===== src/logic/obj_config.svh =====
`ifndef OBJ_CONFIG_SVH
`define OBJ_CONFIG_SVH

// sprite table and queue sizes
`define OBJ_SPRITES     256
`define OBJ_PRIORITIES  16
`define OBJ_IDX_W       8       // sprite index bits
`define OBJ_PRIO_W      4

// line geometry
`define OBJ_LINE_W      320     // visible pixels, wider x is clipped
`define OBJ_BUF_DEPTH   512     // entries per buffer half

// external bus widths
`define OBJ_ATTR_AW     10      // four 16-bit words per sprite
`define OBJ_TILE_AW     16      // tile offset below the tile number
`define OBJ_PIXEL_W     15      // prio, palette and pen

`endif


===== src/logic/obj_slot_counter.sv =====
`default_nettype none

`include "obj_config.svh"

module obj_slot_counter (
    input  wire logic                   clk96_i,
    input  wire logic                   reset96_i,
    input  wire logic                   sprite_clr_i,
    input  wire logic                   sprite_step_i,
    input  wire logic                   slot_clr_i,
    input  wire logic                   slot_step_i,
    input  wire logic                   tile_clr_i,
    input  wire logic                   tile_step_i,
    input  wire logic                   col_clr_i,
    input  wire logic                   col_step_i,
    input  wire logic [3:0]             x_size_i,   // last tile index
    input  wire logic                   xflip_i,
    output logic [`OBJ_IDX_W-1:0]       sprite_o,
    output logic [`OBJ_IDX_W:0]         slot_o,     // can reach a full level count
    output logic [3:0]                  tile_o,
    output logic [2:0]                  col_o,
    output logic                        col_last_o,
    output logic                        tile_last_o
);

    always_ff @(posedge clk96_i or posedge reset96_i) begin
        if (reset96_i) begin
            sprite_o <= '0;
            slot_o   <= '0;
            tile_o   <= '0;
            col_o    <= '0;
        end else begin
            if (sprite_clr_i)       sprite_o <= '0;
            else if (sprite_step_i) sprite_o <= sprite_o + 1'b1;

            if (slot_clr_i)         slot_o <= '0;
            else if (slot_step_i)   slot_o <= slot_o + 1'b1;

            if (tile_clr_i)         tile_o <= '0;
            else if (tile_step_i)   tile_o <= tile_o + 1'b1;

            // pen index runs downward when flipped
            if (col_clr_i)          col_o <= xflip_i ? 3'd7 : 3'd0;
            else if (col_step_i)    col_o <= xflip_i ? col_o - 3'd1 : col_o + 3'd1;
        end
    end

    assign col_last_o  = col_o == (xflip_i ? 3'd0 : 3'd7);
    assign tile_last_o = tile_o == x_size_i;

endmodule

`default_nettype wire


===== config.mk =====
export PLATFORM = sky130hd
export DESIGN_NAME = obj_slot_counter
export DESIGN_NICKNAME = d
export VERILOG_FILES = /design/src/logic/obj_slot_counter.sv
export VERILOG_INCLUDE_DIRS = /design/src /design/src/logic
export SDC_FILE = /design/constraint.sdc
export NUM_CORES = 1
export LEC_CHECK = 0
export ABC_AREA = 1
export BUFFER_PORTS_ARGS = -buffer_cell sky130_fd_sc_hd__buf_4
export CORE_MARGIN = 2
export CORE_UTILIZATION = 35
export DETAILED_ROUTE_END_ITERATION = 10
export SETUP_SLACK_MARGIN = 0.02
export SLEW_MARGIN = 20
export SYNTH_ARGS = -nofsm -noshare
export SYNTH_HDL_FRONTEND = slang
export SYNTH_SLANG_ARGS = --single-unit

===== constraint.sdc =====
create_clock -name clk96_i -period 2.3 [get_ports clk96_i]
set_input_delay 0.115 -clock clk96_i [delete_from_list [all_inputs] [get_ports clk96_i]]
set_output_delay 0.115 -clock clk96_i [all_outputs]
set_load 0.1 [all_outputs]

==> results of run 1 <==
## state kept, by name, summed over array words and instances (netlist names)
signal,flops
slot_o,9
sprite_o,8
tile_o,4
col_o,3
## tightest hold or removal path, delay by kind of cell
kind,cells,cell delay (ps)
buffers and inverters,1,90
and+or+nand+nor,3,130
## layout make-up
type                       count  area, um^2
tap                           48        60.1
fill                         385        1890
multi-input combinational    131         674
inverter                      22        82.6
sequential                    24         601
clock buffer                   4        55.1
timing repair buffer          43         328
## per-stage QoR
step | instances | hold slack (ps) | util [%] | setup TNS, ps | instance area (um^2)
2_1_floorplan | 177 | 130 | - | -223 | 1360
6_report | 272 | 98.3 | 48.8 | 0 | 1800
4_1_cts | 272 | 89.3 | 48.8 | 0 | 1800
5_1_grt | 272 | 115 | 48.8 | 0 | 1800
3_5_place_dp | 266 | 200 | 46.8 | 0 | 1730
3_3_place_gp | 266 | 196 | 46.8 | 0 | 1730
## what timing repair did
action,in CTS,in global routing
hold buffers,2,0
endpoints found under the hold margin,25,0
setup endpoints to repair,0,0
## power by group
group,total [mW],internal (mW),switching [mW]
clock,0.296,0.153,0.143
combinational,0.444,0.107,0.337
sequential,0.488,0.449,0.0393
total,1.23,0.710,0.519
## worst min path at each step
stage / start / end / slack (ps) / depth (start not counted)
after floorplan: reset96_i / col_o[0]$_DFFE_PP0P_ / 130 / 1
after global placement: reset96_i / col_o[0]$_DFFE_PP0P_ / 200 / 3
after detailed placement: reset96_i / col_o[0]$_DFFE_PP0P_ / 200 / 3
after CTS: tile_clr_i / tile_o[1]$_DFFE_PP0P_ / 90 / 4
after global routing: sprite_step_i / sprite_o[1]$_DFFE_PP0P_ / 120 / 3
final: tile_clr_i / tile_o[1]$_DFFE_PP0P_ / 100 / 4
## routing by layer
layer	up-vias	track usage, %	wire [um]
li1	655	-	-
met1	542	18.2	1390
met2	22	19.9	1180
met3	2	2.21	103
met4	0	4.59	21
met5	-	0	0
## cell usage in the layout, fill, tap and decap left out, drive strengths merged
master	instances
nand3b	1
nand2	52
o311ai	1
nor3	3
dfrtp	24
xor2	2
dlygate4sd3	2
ha	4
nor2	31
a31oi	1
xnor2	4
clkinv	1
inv	21
o21ai	4
fa	1
buf	41
a21boi	1
clkbuf	4
a21oi	8
nand4	3
nand3	15
## cell families (layout without fill, tap and decap cells)
family | Yosys count | in the layout | synth area share [%]
AOI/OAI and AO/OA | 15 | 15 | 6.12
xor gates and xnor gates | 6 | 6 | 3.90
adders and majority gates | 5 | 5 | 5.20
buffers and inverters | 22 | 69 | 6.12
DFF | 24 | 24 | 44.5
and+or+nand+nor | 105 | 105 | 34.1
==> impl_metrics.csv, run 1 <==
group,metric,value,unit
pwr,power_leakage,0.933,nW
run_status,status,"finished, final reports clean",
floorplan,io_pins,41,
setup_path,rr_startpoint,"col_o[0]$_DFFE_PP0P_",
setup_path,crit_path_end,"col_last_o",
logic_synthesis,syn_nets,197,
setup_path,reg2reg_depth,3,
final_layout,area_delta_synth_final,33.5,%
logic_synthesis,async_flop_share,100,%
drt,postRouteWirelength,2700,um
timing,clock.fmax,652,MHz
timing,setup_viol,0,
global_routing,gr-total-overflow,0,
pwr,power_density,682,mW/mm^2
setup_path,rr_endpoint,"col_o[1]$_DFFE_PP0P_",
timing,setup_ws,767,ps
setup_path,startpoint_type,"flip-flop",
floorplan,die_w,66.1,um
setup_path,worstPathBufferInverterCount,1,
setup_path,crit_chain,"ha_1 -> nand2_1 -> a21oi_2 -> buf_4",
setup_path,crit_required,2180,ps
timing,period_needed,1530,ps
logic_synthesis,seq_area_frac_synth,44.5,%
drt,vias_per_cell,4.49,
drt,drc,0,
setup_path,worst-path-stages,4,
hold_path,hold_path.class,"in -> reg",
setup_path,critical_path.top_delay_family,"flip-flops",
floorplan,start_util,36.6,%
clocking,clock_latency,270,ps
timing,fin_skew,4.26,ps
clocking,cts-resized-gates,0,
global_routing,grt_use_total,12.9,%
final_layout,drive_gt1_share,24.6,%
place,io_buffer_count,40,
clocking,clock-root-buffer,"clkbuf_8",
drt,drt_first_iter_violations,108,
logic_synthesis,synth.top_cell.area_share,44.5,%
global_routing,grt_max_degree,25,
setup_path,worst_path_max_delay_cell,"dfrtp_1",
place,place_congestion,0.771,
clocking,path_clk_slew,90,ps
timing,rsz0062_at_grt,"no",
logic_synthesis,synth_top_area_cell,"dfrtp_1",
setup_path,rrSetupSlack,910,ps
global_routing,grt_pass1_vias,1032,
drt,detail-route-antenna-nets,0,
timing,slew_violations,0,
setup_path,endpoint_kind,"primary output",
pwr,ir_worst_vdd,0.000417,V
logic_synthesis,synth-seq-cells,24,
clocking,cts_tree,"yes",
logic_synthesis,synth_area_leaders,"dfrtp_1 (45%), nand2_1 (14%), nor2_1 (7.2%)",
setup_path,crit_type,"reg -> out",
logic_synthesis,ys_warn_count,0,
final_layout,diodes,0,
drt,drt-wirelength-per-cell,9.93,um
floorplan,core,0.00369,mm^2
setup_path,cp.arrival,1420,ps
place,hpwl,2000,um
logic_synthesis,syn_area,0.00135,mm^2
drt,num_vias,1221,
clocking,numCtsBuffers,3,
global_routing,grt_pass1_wl,4440,um
floorplan,dieArea,0.00437,mm^2
logic_synthesis,synthesis.instances,177,
timing,hold_violations,0,
floorplan,die_h,66.1,um
logic_synthesis,synth.most_common_cell,"nand2_1",
logic_synthesis,synth_cell_types,24,
pwr,total_power,1.23,mW
setup_path,crit_path_start,"col_o[1]$_DFFE_PP0P_",
final_layout,nets,245,
setup_path,critPathMaxStageDelay,420,ps
run,drv_cap,0,
clocking,cts_setup_buffers,0,
global_routing,antenna_found_initial,0,
logic_synthesis,syn-mean-instance-area,7.62,um^2
logic_synthesis,synth-edff-count,0,
clocking,cts_sinks,24,
logic_synthesis,ys.flop_type,"dfrtp_1",
logic_synthesis,synth_common_cells,"nand2_1 (52), nor2_1 (26), dfrtp_1 (24)",
timing,worstMarginPinSlew,320,ps
setup_path,crit_fanout,4,
clocking,cts_buffer_depth,2,
floorplan,row_count,22,
timing,fin_crit_sh,66.6,%
clocking,htree_num_levels,1,
timing,slew_headroom,78.7,%
drt,drt-pass1-iter-count,4,
place,post-place-ws,897,ps
Power figures use the tool's default switching activity.
==> run 2, diff against run 1 <==
==> constraint.sdc (replaced) <==
create_clock -name clk96_i -period 1.5 [get_ports clk96_i]
set_input_delay 0.075 -clock clk96_i [delete_from_list [all_inputs] [get_ports clk96_i]]
set_output_delay 0.075 -clock clk96_i [all_outputs]
set_load 0.1 [all_outputs]
==> impl_metrics.csv, run 2 (same netlist as run 1, synthesis figures left out) <==
group,metric,value,unit
drt,vias_per_cell,4.59,
timing,setup_ws,19.8,ps
setup_path,cp.arrival,1410,ps
timing,fin_skew,2.27,ps
global_routing,grt_pass1_wl,4800,um
final_layout,final_cell_count_no_fill,275,
global_routing,grt_pass1_vias,1127,
place,place_congestion,0.839,
place,placedCellCount,266,
final_layout,final_common_cell,"nand2_1",
floorplan,die_w,66.1,um
floorplan,io_pins,41,
place,hpwl,2110,um
setup_path,crit_required,1420,ps
final_layout,layout_common_cells,"nand2_1 (50), buf_4 (42), nor2_1 (26), inv_1 (19)",
final_layout,diodes,0,
drt,drc,0,
timing,worstMarginPinSlew,321,ps
floorplan,dieArea,0.00437,mm^2
global_routing,grt_max_degree,25,
pwr,ir_worst_vdd,0.000551,V
place,dpl_cell_area,0.00180,mm^2
final_layout,biggestRegsByFlops,"slot_o: 9 flops, sprite_o: 8 flops, tile_o: 4 flops",
clocking,numCtsBuffers,3,
final_layout,largest_register,"slot_o",
timing,fin_tns_setup,0,ps
drt,num_vias,1263,
setup_path,crit_type,"reg -> out",
setup_path,startpoint_type,"flip-flop",
clocking,cts_tree,"yes",
timing,hold_ws,51.0,ps
drt,drt_first_iter_violations,54,
timing,hold_violations,0,
clocking,cts_buffer_depth,2,
timing,slew_violations,0,
global_routing,antenna_found_initial,0,
pwr,power_leakage,0.946,nW
final_layout,largest_register_ffs,9,
drt,detail-route-antenna-nets,0,
setup_path,endpoint_kind,"primary output",
global_routing,grt_use_total,13.8,%
place,post-place-ws,160,ps
floorplan,start_util,36.6,%
run_status,status,"finished, final reports clean",
final_layout,num-fill-cells,351,
floorplan,core,0.00369,mm^2
hold_path,hold_path.class,"in -> reg",
final_layout,final_util,53.4,%
pwr,power_density,1060,mW/mm^2
timing,fin_crit_sh,98.7,%
drt,postRouteWirelength,2870,um
clocking,htree_num_levels,1,
drt,drt-pass1-iter-count,4,
timing,setup_viol,0,
final_layout,area_delta_synth_final,46.1,%
final_layout,drive_gt1_share,38.3,%
pwr,total_power,2.10,mW
floorplan,row_count,22,
place,io_buffer_count,40,
clocking,path_clk_slew,90,ps
timing,rsz0062_at_grt,"yes",
clocking,clock_latency,260,ps
timing,period_needed,1480,ps
timing,slew_headroom,78.6,%
final_layout,design_area,0.00197,mm^2
drt,drt-wirelength-per-cell,10.5,um
timing,clock.fmax,676,MHz
global_routing,gr-total-overflow,0,
clocking,cts_sinks,24,
final_layout,nets,248,
run,drv_cap,0,
setup_path,crit_fanout,2,
floorplan,die_h,66.1,um
clocking,clock-root-buffer,"clkbuf_8",
## run 2: changes by cell type in the layout (fill, tap and decap cells not counted), moves of 2 or more
cell | previous run | this run
dfrtp_2 | 0 | 14
dfrtp_4 | 0 | 8
nand2_1 | 52 | 50
buf_12 | 0 | 2
dfrtp_1 | 24 | 2
xnor2_1 | 4 | 2
xnor2_2 | 0 | 2
## run 2: report_power, final
part	internal [mW]	total, mW	switching (mW)
Combinational	0.210	0.761	0.551
Sequential	0.705	0.768	0.0631
Clock	0.357	0.569	0.212
## run 2: worst paths after layout
kind | depth (start not counted) | slack [ps] | to | from
worst max-delay path | 4 | 20 | col_last_o | col_o[1]$_DFFE_PP0P_
worst min-delay path | 2 | 50 | col_o[1]$_DFFE_PP0P_ | col_clr_i
worst max register to register | 4 | 80 | col_o[1]$_DFFE_PP0P_ | col_o[1]$_DFFE_PP0P_
worst min register to register | 1 | 520 | slot_o[4]$_DFFE_PP0P_ | slot_o[4]$_DFFE_PP0P_
max in group asynchronous | 4 | 820 | slot_o[0]$_DFFE_PP0P_ | reset96_i
min in group asynchronous | 4 | 410 | tile_o[2]$_DFFE_PP0P_ | reset96_i
## run 2: metal layers
| layer | track usage, % | vias up | routed length (um) |
|---|---|---|---|
| met2 | 22.8 | 22 | 1360 |
| met4 | 3.83 | 0 | 8 |
| met5 | 0 | - | 0 |
| met3 | 2.39 | 2 | 112 |
| li1 | - | 665 | - |
| met1 | 18.7 | 574 | 1400 |
## run 2: repair_timing
action	in CTS	in global routing
hold buffers	2	0
resized for setup	7	4
setup buffers	1	2
pin swaps	2	2
endpoints found under the setup margin	2	3
hold endpoints to repair	25	0
## run 2: cell type report
class | count | area (um^2) | share of cell area, %
Multi-Input combinational cell | 131 | 733 | 37.2
Sequential cell | 24 | 648 | 32.9
Timing Repair Buffer | 46 | 375 | 19.0
Inverter | 22 | 82.6 | 4.19
Tap cell | 48 | 60.1 | 3.05
Clock buffer | 3 | 41.3 | 2.10
Clock inverter | 1 | 30.0 | 1.52
## run 2: worst max-delay path, stage by stage (launching register included)
cell and delay [ps]:
dfrtp_4 500, ha_4 280, nand2_4 40, a21oi_4 130
buf_12 190
