**src/logic/obj_config.svh**
```systemverilog
`ifndef OBJ_CONFIG_SVH
`define OBJ_CONFIG_SVH

// sprite table and queue sizes
`define OBJ_SPRITES     256
`define OBJ_PRIORITIES  16
`define OBJ_IDX_W       8       // sprite index bits
`define OBJ_PRIO_W      4

// line geometry
`define OBJ_LINE_W      320     // visible pixels, wider x is clipped
`define OBJ_BUF_DEPTH   512     // entries per buffer half

// external bus widths
`define OBJ_ATTR_AW     10      // four 16-bit words per sprite
`define OBJ_TILE_AW     16      // tile offset below the tile number
`define OBJ_PIXEL_W     15      // prio, palette and pen

`endif

```
**src/logic/obj_pkg.sv**
```systemverilog
`default_nettype none

`include "obj_config.svh"

package obj_pkg;

    typedef enum logic [3:0] {
        idle,
        scan_addr,
        scan_wait,
        scan_check,
        pick,           // choose lowest pending priority
        slot_read,
        attr_addr,
        attr_wait,
        attr_load,
        tile_req,
        tile_wait,      // held ROM request
        draw,
        next_tile
    } obj_state_e;

    // attributes of the sprite being drawn
    typedef struct packed {
        logic                   active;
        logic                   xflip;
        logic [`OBJ_PRIO_W-1:0] prio;
        logic [6:0]             palette;
        logic [14:0]            tile_num;
        logic [3:0]             x_size;     // tiles minus one
        logic [3:0]             y_size;
        logic [8:0]             x_pos;
        logic [8:0]             y_pos;
    } obj_attr_t;

    typedef struct packed {
        logic [`OBJ_PRIO_W-1:0] prio;
        logic [6:0]             palette;
        logic [3:0]             pen;        // 0 is transparent
    } obj_pixel_t;

    typedef struct packed {
        logic       we;
        logic [8:0] addr;
        obj_pixel_t pixel;
    } obj_wr_t;

    typedef struct packed {
        logic                   push;
        logic [`OBJ_PRIO_W-1:0] prio;
        logic [`OBJ_IDX_W-1:0]  idx;
    } obj_push_t;

endpackage

`default_nettype wire

```
**src/logic/obj_sequencer.sv**
```systemverilog
`default_nettype none

`include "obj_config.svh"

module obj_sequencer (
    input  wire logic                    clk96_i,
    input  wire logic                    reset96_i,
    input  wire logic                    line_start_i,
    input  wire logic [8:0]              line_i,
    output logic [`OBJ_ATTR_AW-1:0]      attr_addr_a_o,
    output logic [`OBJ_ATTR_AW-1:0]      attr_addr_b_o,
    input  wire logic [15:0]             attr_dout_a_i,
    input  wire logic [15:0]             attr_dout_b_i,
    output logic                         gfx_cs_o,
    output logic [30:0]                  gfx_addr_o,
    input  wire logic                    gfx_ok_i,
    input  wire logic [31:0]             gfx_data_i,
    output logic                         sprite_clr_o,
    output logic                         sprite_step_o,
    output logic                         slot_clr_o,
    output logic                         slot_step_o,
    output logic                         tile_clr_o,
    output logic                         tile_step_o,
    output logic                         col_clr_o,
    output logic                         col_step_o,
    output logic [3:0]                   x_size_o,
    output logic                         xflip_o,
    input  wire logic [`OBJ_IDX_W-1:0]   sprite_i,
    input  wire logic [`OBJ_IDX_W:0]     slot_i,
    input  wire logic [3:0]              tile_i,
    input  wire logic [2:0]              col_i,
    input  wire logic                    col_last_i,
    input  wire logic                    tile_last_i,
    output obj_pkg::obj_push_t           push_o,
    output logic                         q_done_o,
    input  wire logic                    q_empty_i,
    input  wire logic [`OBJ_PRIO_W-1:0]  q_prio_i,
    input  wire logic [`OBJ_IDX_W:0]     q_count_i,
    output logic                         slot_rd_o,
    input  wire logic [`OBJ_IDX_W-1:0]   slot_idx_i,
    output obj_pkg::obj_wr_t             wr_o,
    output logic                         swap_o,
    output logic                         busy_o,
    output logic                         done_o
);
    import obj_pkg::*;

    obj_state_e state_q;
    obj_attr_t  attr_q;

    logic [8:0]             line_q;
    logic [`OBJ_IDX_W-1:0]  idx_q;
    logic [31:0]            slice_q;

    logic [8:0]             scan_row, row;
    logic                   scan_hit, sprite_last, slot_more;
    logic [12:0]            slice_idx;
    logic [`OBJ_TILE_AW-1:0] tile_offs;
    logic [2:0]             scol;
    logic [3:0]             pen;
    logic [9:0]             pix_x;

    // vertical coverage, modulo 512
    assign scan_row    = line_q - attr_dout_b_i[15:7];
    assign scan_hit    = attr_dout_a_i[15] && (scan_row[8:3] <= {2'b00, attr_dout_b_i[3:0]});
    assign sprite_last = sprite_i == `OBJ_IDX_W'(`OBJ_SPRITES - 1);
    assign slot_more   = slot_i < q_count_i;

    // slice address inside the tile block
    assign row       = line_q - attr_q.y_pos;
    assign slice_idx = 13'(row[8:3]) * (13'(attr_q.x_size) + 13'd1) + 13'(tile_i);
    assign tile_offs = {slice_idx, row[2:0]};

    assign scol  = attr_q.xflip ? ~col_i : col_i;  // screen column of this pen
    assign pen   = slice_q[{col_i, 2'b00} +: 4];
    assign pix_x = {1'b0, attr_q.x_pos} + {3'b000, tile_i, 3'b000} + {7'd0, scol};

    assign swap_o   = (state_q == idle) && line_start_i;
    assign xflip_o  = attr_q.xflip;
    assign x_size_o = attr_q.x_size;

    assign push_o = '{push: (state_q == scan_check) && scan_hit,
                      prio: attr_dout_a_i[11:8],
                      idx:  sprite_i};

    always_comb begin
        case (state_q)
            attr_addr: begin                    // words 0 and 1
                attr_addr_a_o = {slot_idx_i, 2'd0};
                attr_addr_b_o = {slot_idx_i, 2'd1};
            end
            attr_wait: begin                    // words 2 and 3
                attr_addr_a_o = {idx_q, 2'd2};
                attr_addr_b_o = {idx_q, 2'd3};
            end
            default: begin                      // scan reads words 0 and 3
                attr_addr_a_o = {sprite_i, 2'd0};
                attr_addr_b_o = {sprite_i, 2'd3};
            end
        endcase
    end

    always_comb begin
        sprite_clr_o  = swap_o;
        sprite_step_o = (state_q == scan_check) && !sprite_last;
        q_done_o      = (state_q == pick) && !q_empty_i && !slot_more;
        slot_clr_o    = ((state_q == scan_check) && sprite_last) || q_done_o;
        slot_step_o   = (state_q == next_tile) && tile_last_i;
        slot_rd_o     = state_q == slot_read;
        tile_clr_o    = state_q == attr_load;
        tile_step_o   = (state_q == next_tile) && !tile_last_i;
        col_clr_o     = tile_clr_o || tile_step_o;
        col_step_o    = state_q == draw;
    end

    always_ff @(posedge clk96_i or posedge reset96_i) begin
        if (reset96_i) begin
            state_q  <= idle;
            busy_o   <= 1'b0;
            done_o   <= 1'b0;
            gfx_cs_o <= 1'b0;
            wr_o     <= '0;
        end else begin
            done_o  <= 1'b0;
            wr_o.we <= 1'b0;
            case (state_q)
                idle: begin
                    if (line_start_i) begin
                        busy_o  <= 1'b1;
                        state_q <= scan_addr;
                    end
                end
                scan_addr:  state_q <= scan_wait;
                scan_wait:  state_q <= scan_check;
                scan_check: state_q <= sprite_last ? pick : scan_addr;
                pick: begin
                    if (q_empty_i) begin        // all levels walked
                        busy_o  <= 1'b0;
                        done_o  <= 1'b1;
                        state_q <= idle;
                    end else if (slot_more) begin
                        state_q <= slot_read;
                    end
                end
                slot_read: state_q <= attr_addr;
                attr_addr: state_q <= attr_wait;
                attr_wait: state_q <= attr_load;
                attr_load: state_q <= tile_req;
                tile_req: begin
                    gfx_cs_o <= 1'b1;
                    state_q  <= tile_wait;
                end
                tile_wait: begin
                    if (gfx_ok_i) begin
                        gfx_cs_o <= 1'b0;
                        state_q  <= draw;
                    end
                end
                draw: begin
                    wr_o.we    <= attr_q.active && (pen != 4'd0) && (pix_x < 10'(`OBJ_LINE_W));
                    wr_o.addr  <= pix_x[8:0];
                    wr_o.pixel <= '{prio: attr_q.prio, palette: attr_q.palette, pen: pen};
                    if (col_last_i) state_q <= next_tile;
                end
                next_tile: state_q <= tile_last_i ? pick : tile_req;
                default:   state_q <= idle;
            endcase
        end
    end

    always_ff @(posedge clk96_i) begin
        case (state_q)
            idle:      if (line_start_i) line_q <= line_i;
            attr_addr: idx_q <= slot_idx_i;
            attr_wait: begin
                attr_q.active   <= attr_dout_a_i[15];
                attr_q.xflip    <= attr_dout_a_i[12];
                attr_q.prio     <= q_prio_i;        // queue level is the sprite priority
                attr_q.palette  <= attr_dout_a_i[6:0];
                attr_q.tile_num <= attr_dout_b_i[14:0];
            end
            attr_load: begin
                attr_q.x_pos  <= attr_dout_a_i[15:7];
                attr_q.x_size <= attr_dout_a_i[3:0];
                attr_q.y_pos  <= attr_dout_b_i[15:7];
                attr_q.y_size <= attr_dout_b_i[3:0];
            end
            tile_req:  gfx_addr_o <= {attr_q.tile_num, tile_offs};
            tile_wait: if (gfx_ok_i) slice_q <= gfx_data_i;
            default: ;
        endcase
    end

endmodule

`default_nettype wire

```
**config.mk**
```make
export PLATFORM = sky130hd
export DESIGN_NAME = obj_sequencer
export DESIGN_NICKNAME = d
export VERILOG_FILES = /design/src/logic/obj_pkg.sv /design/src/logic/obj_sequencer.sv
export VERILOG_INCLUDE_DIRS = /design/src /design/src/logic
export SDC_FILE = /design/constraint.sdc
export NUM_CORES = 1
export LEC_CHECK = 0
export BUFFER_PORTS_ARGS = -buffer_cell sky130_fd_sc_hd__buf_2
export CORE_ASPECT_RATIO = 0.75
export CORE_MARGIN = 5
export CORE_UTILIZATION = 40
export DETAILED_ROUTE_END_ITERATION = 6
export PLACE_DENSITY = 0.73
export SLEW_MARGIN = 5
export SYNTH_ARGS = -nofsm -noshare
export SYNTH_HDL_FRONTEND = slang
export SYNTH_SLANG_ARGS = --single-unit
```
**constraint.sdc**
```tcl
create_clock -name clk96_i -period 10.3 [get_ports clk96_i]
set_clock_uncertainty 0.2 [all_clocks]
set_input_delay 1.03 -clock clk96_i [delete_from_list [all_inputs] [get_ports clk96_i]]
set_output_delay 1.03 -clock clk96_i [all_outputs]
set_load 0.1 [all_outputs]
```
==> flow_metrics.tcl <==
set metrics [dict create \
    critical_path_arrival_ns 5.36 \
    final_layout_size_suffix_gt1_share_pct 31.6 \
    path_delay_family "adder cells" \
    finish.cell_count_without_fillers 1200 \
    synth.ff_latch_count 161 \
    synth.yosys.warnings 0 \
    fraction_of_the_core_area_covered_by_cells_at_the_end_of_the_flow_pct 49.2 \
    width_of_the_die_um 178 \
    fin_total_pwr_mw 3.13 \
    timing.max_slew.rel_slack_pct 30.3 \
    detailedRoute.firstIterationViolations 405 \
    netlist_top_cells_count "129 x edfxtp_1, 86 x nand2_1, 67 x inv_1, 59 x ha_1, 35 x o21ai_0" \
    count_of_flip_flops_with_a_built_in_enable_after_synthesis 129 \
    fp-row-count 46 \
    power_frac_comb_pct 50.4 \
    cts_root_buf "clkbuf_16" \
    mean_cell_area_of_the_mapped_netlist_um2 12.3 \
    cts_made_buffers 17 \
    floorplan.die.height_um 136 \
    groute.usage.overall_pct 17.0 \
    timing_max_transition_violations_final 0 \
    hpwl_um 15600 \
    start_kind "flop" \
    routabilityCongestion 0.842 \
    boundaryPins 233 \
    holdCritPathClass "reg -> reg" \
    period_needed_ns 5.38 \
    internal_cell_power_mw 1.60 \
    type_of_destination_of_the_critical_path "flop" \
    synthesis.instances 687 \
    total_leakage_power_nw 4.66 \
    setup.worst_path.class "reg -> reg" \
    post-synth-top-area-fraction_pct 45.9 \
    grt_first_pass_wirelength_um 31500 \
    clock_share_of_power_pct 19.6 \
    worstPathCellList "inv_1 -> ha_1 -> nor2b_1 -> o21ai_0 -> nand2b_1 -> a311oi_1 -> xnor2_1 -> nand2_1 -> fa_1 -> fa_1 -> fa_1 -> inv_1 -> ha_1 -> nor2b_1 -> o21ai_0 -> a21boi_0 -> o21a_1 -> o41a_1 -> xnor2_1" \
    antenna_cells_inserted 0 \
    cts_max_path_buffers 2 \
    yosysMostFrequentCell "edfxtp_1" \
    timing.final.setup_violations 0 \
    vias_per_cell 4.82 \
    dominantRegCellSynth "edfxtp_1" \
    post_cts_hold_buffer_count 0 \
    globalRouteOverflowTotal 0 \
    design.die.area_um2 24100 \
    synth_sequential_area_ratio_pct 55.4 \
    worst_vdd_drop_uv 181 \
    r2r_start "attr_q[1]" \
    clk_lat_worst_skew_ns 0.41 \
    grt_antenna_before_repair 1 \
    slowest_stage "fa_1" \
    detailroute.wirelength.met2_um 9190 \
    ys_async_sr_fraction_pct 19.9 \
    cell_variety_after_synth 59 \
    critical-path-top-cell-by-count "fa_1" \
    uppermost_layer_routed "met5" \
    cp_data_required_time_ns 10.28 \
    switching_share_pct 48.9 \
    timing.critical_path.buf_inv 2 \
    finalHoldViolCount 0 \
    clock_sinks 161 \
    hold_path.startpoint "attr_q[33]" \
    post_cts_resized 0 \
    io_buffers 229 \
    drc 0 \
    startpoint "attr_q[1]" \
    floorplan.core_area_um2 21000 \
    powerDensity_nw_per_um2 304 \
    route.layer.met1.wl_um 9170 \
    reported_max_cap_violation_count 0 \
    setup-tns-final_ns 0 \
    net-switching-power_mw 1.53 \
    yosys-top-cells-area "edfxtp_1 46%, dfrtp_1 9.5%, ha_1 8.8%, fa_1 4.3%, nand2_1 3.8%" \
    rsz_0062_raised_after_global_routing "false" \
    syn_area_um2 8430 \
    final.period_utilization_pct 52.3 \
    grt_max_degree 37 \
    netlist.top_cell.by_area "edfxtp_1" \
    number_of_nets_in_the_layout 1101 \
    cts_tree "done" \
    met3_wirelength_um 1380 \
    placed_cells 1168 \
    timing.critical_path.slowest_cell_delay_ns 0.54 \
    cts_htree_levels 4 \
    timing.fmax_ghz 0.186 \
    setup_slack_of_the_most_critical_reg_to_reg_path_ns 4.92 \
    wl_um 20000 \
    grt_pass1_vias 5943 \
    cts.clk_slew.worst_paths_ns 0.07 \
    power_frac_seq_pct 30.1 \
    antenna_left 0 \
    post_drt_wl_per_cell_um 16.7 \
    area_growth_pct 22.2 \
    dr.pass1.iters 5 \
    status "finished, final reports clean" \
    post_cts_buffers 0 \
    vias 5789 \
    timing.critical_path.fanout_max 5 \
    initial_utilization_pct 40.3 \
    timing_worst_slew_pin_value_ns 1.04 \
]
## path summary, 6_finish.rpt
| kind | to | depth (start not counted) |
|---|---|---|
| max | gfx_addr_o[13] | 19 |
| min | gfx_addr_o[23] | 0 |
| max reg2reg | gfx_addr_o[13] | 19 |
| min reg2reg | gfx_addr_o[23] | 0 |
| max in group asynchronous | wr_o[18] | 3 |
| min in group asynchronous | state_q[3] | 3 |
## layout by cell type, fill, tap and decap left out, drive strengths merged, types with 11 or more instances in the layout
cell	n
xnor2	20
a21oi	14
edfxtp	129
xor2	11
nor3	17
ha	59
mux2i	13
nor2	31
buf	234
o21ai	35
nand2	86
clkbuf	19
dfrtp	32
inv	70
nand2b	14
fa	18
## cells by family after synthesis
| group | Yosys count | share of synthesized area (%) |
|---|---|---|
| simple gates | 197 | 11.2 |
| flops | 161 | 55.4 |
| buf+inv | 109 | 6.13 |
| compound gates | 89 | 7.21 |
| fa+ha+maj | 77 | 13.0 |
| xor+xnor | 31 | 3.22 |
| mux | 21 | 3.68 |
| other cells | 2 | 0.0891 |
## metrics by stage
stage | setup slack [ns] | cell area [um^2] | hold WS (ns)
finish | 4.92 | 10300 | 0.217
CTS | 4.88 | 10300 | 0.219
global placement | 5.06 | 9740 | 0.202
floorplan | 3.93 | 8440 | 0.200
global route | 4.51 | 10300 | 0.228
detailed placement | 4.89 | 9740 | 0.205
## power groups by stage
stage          Clock (mW)  Combinational, mW  Sequential (mW)
6_report            0.612               1.58            0.941
5_1_grt             0.659               1.72            0.956
4_1_cts             0.628               1.59            0.942
3_5_place_dp            0               1.58            0.955
3_3_place_gp            0               1.56            0.953
2_1_floorplan           0              0.859             1.40
## state kept, by name, indices dropped and copies added (netlist names)
register,cells
idx_q,8
xflip_o,1
state_q,4
line_q,9
slice_q,32
wr_o,25
attr_q,45
gfx_cs_o,1
busy_o,1
x_size_o,4
gfx_addr_o,30
done_o,1
## per-layer routing
layer  GRT usage [%]  up-vias
met1            23.0     2748
met3            4.63       22
met5               0        -
li1                -     2810
met2            27.3      207
met4            4.21        2
## cell type report
cell class                      count  area (um^2)
Multi-Input combinational cell    418         3270
Sequential cell                   161         4670
Timing Repair Buffer              234         1180
Inverter                           67          251
Clock buffer                       19          443
Clock inverter                     13          128
Tap cell                          288          360
Fill cell                        1938        10600
Power figures use the tool's default switching activity.
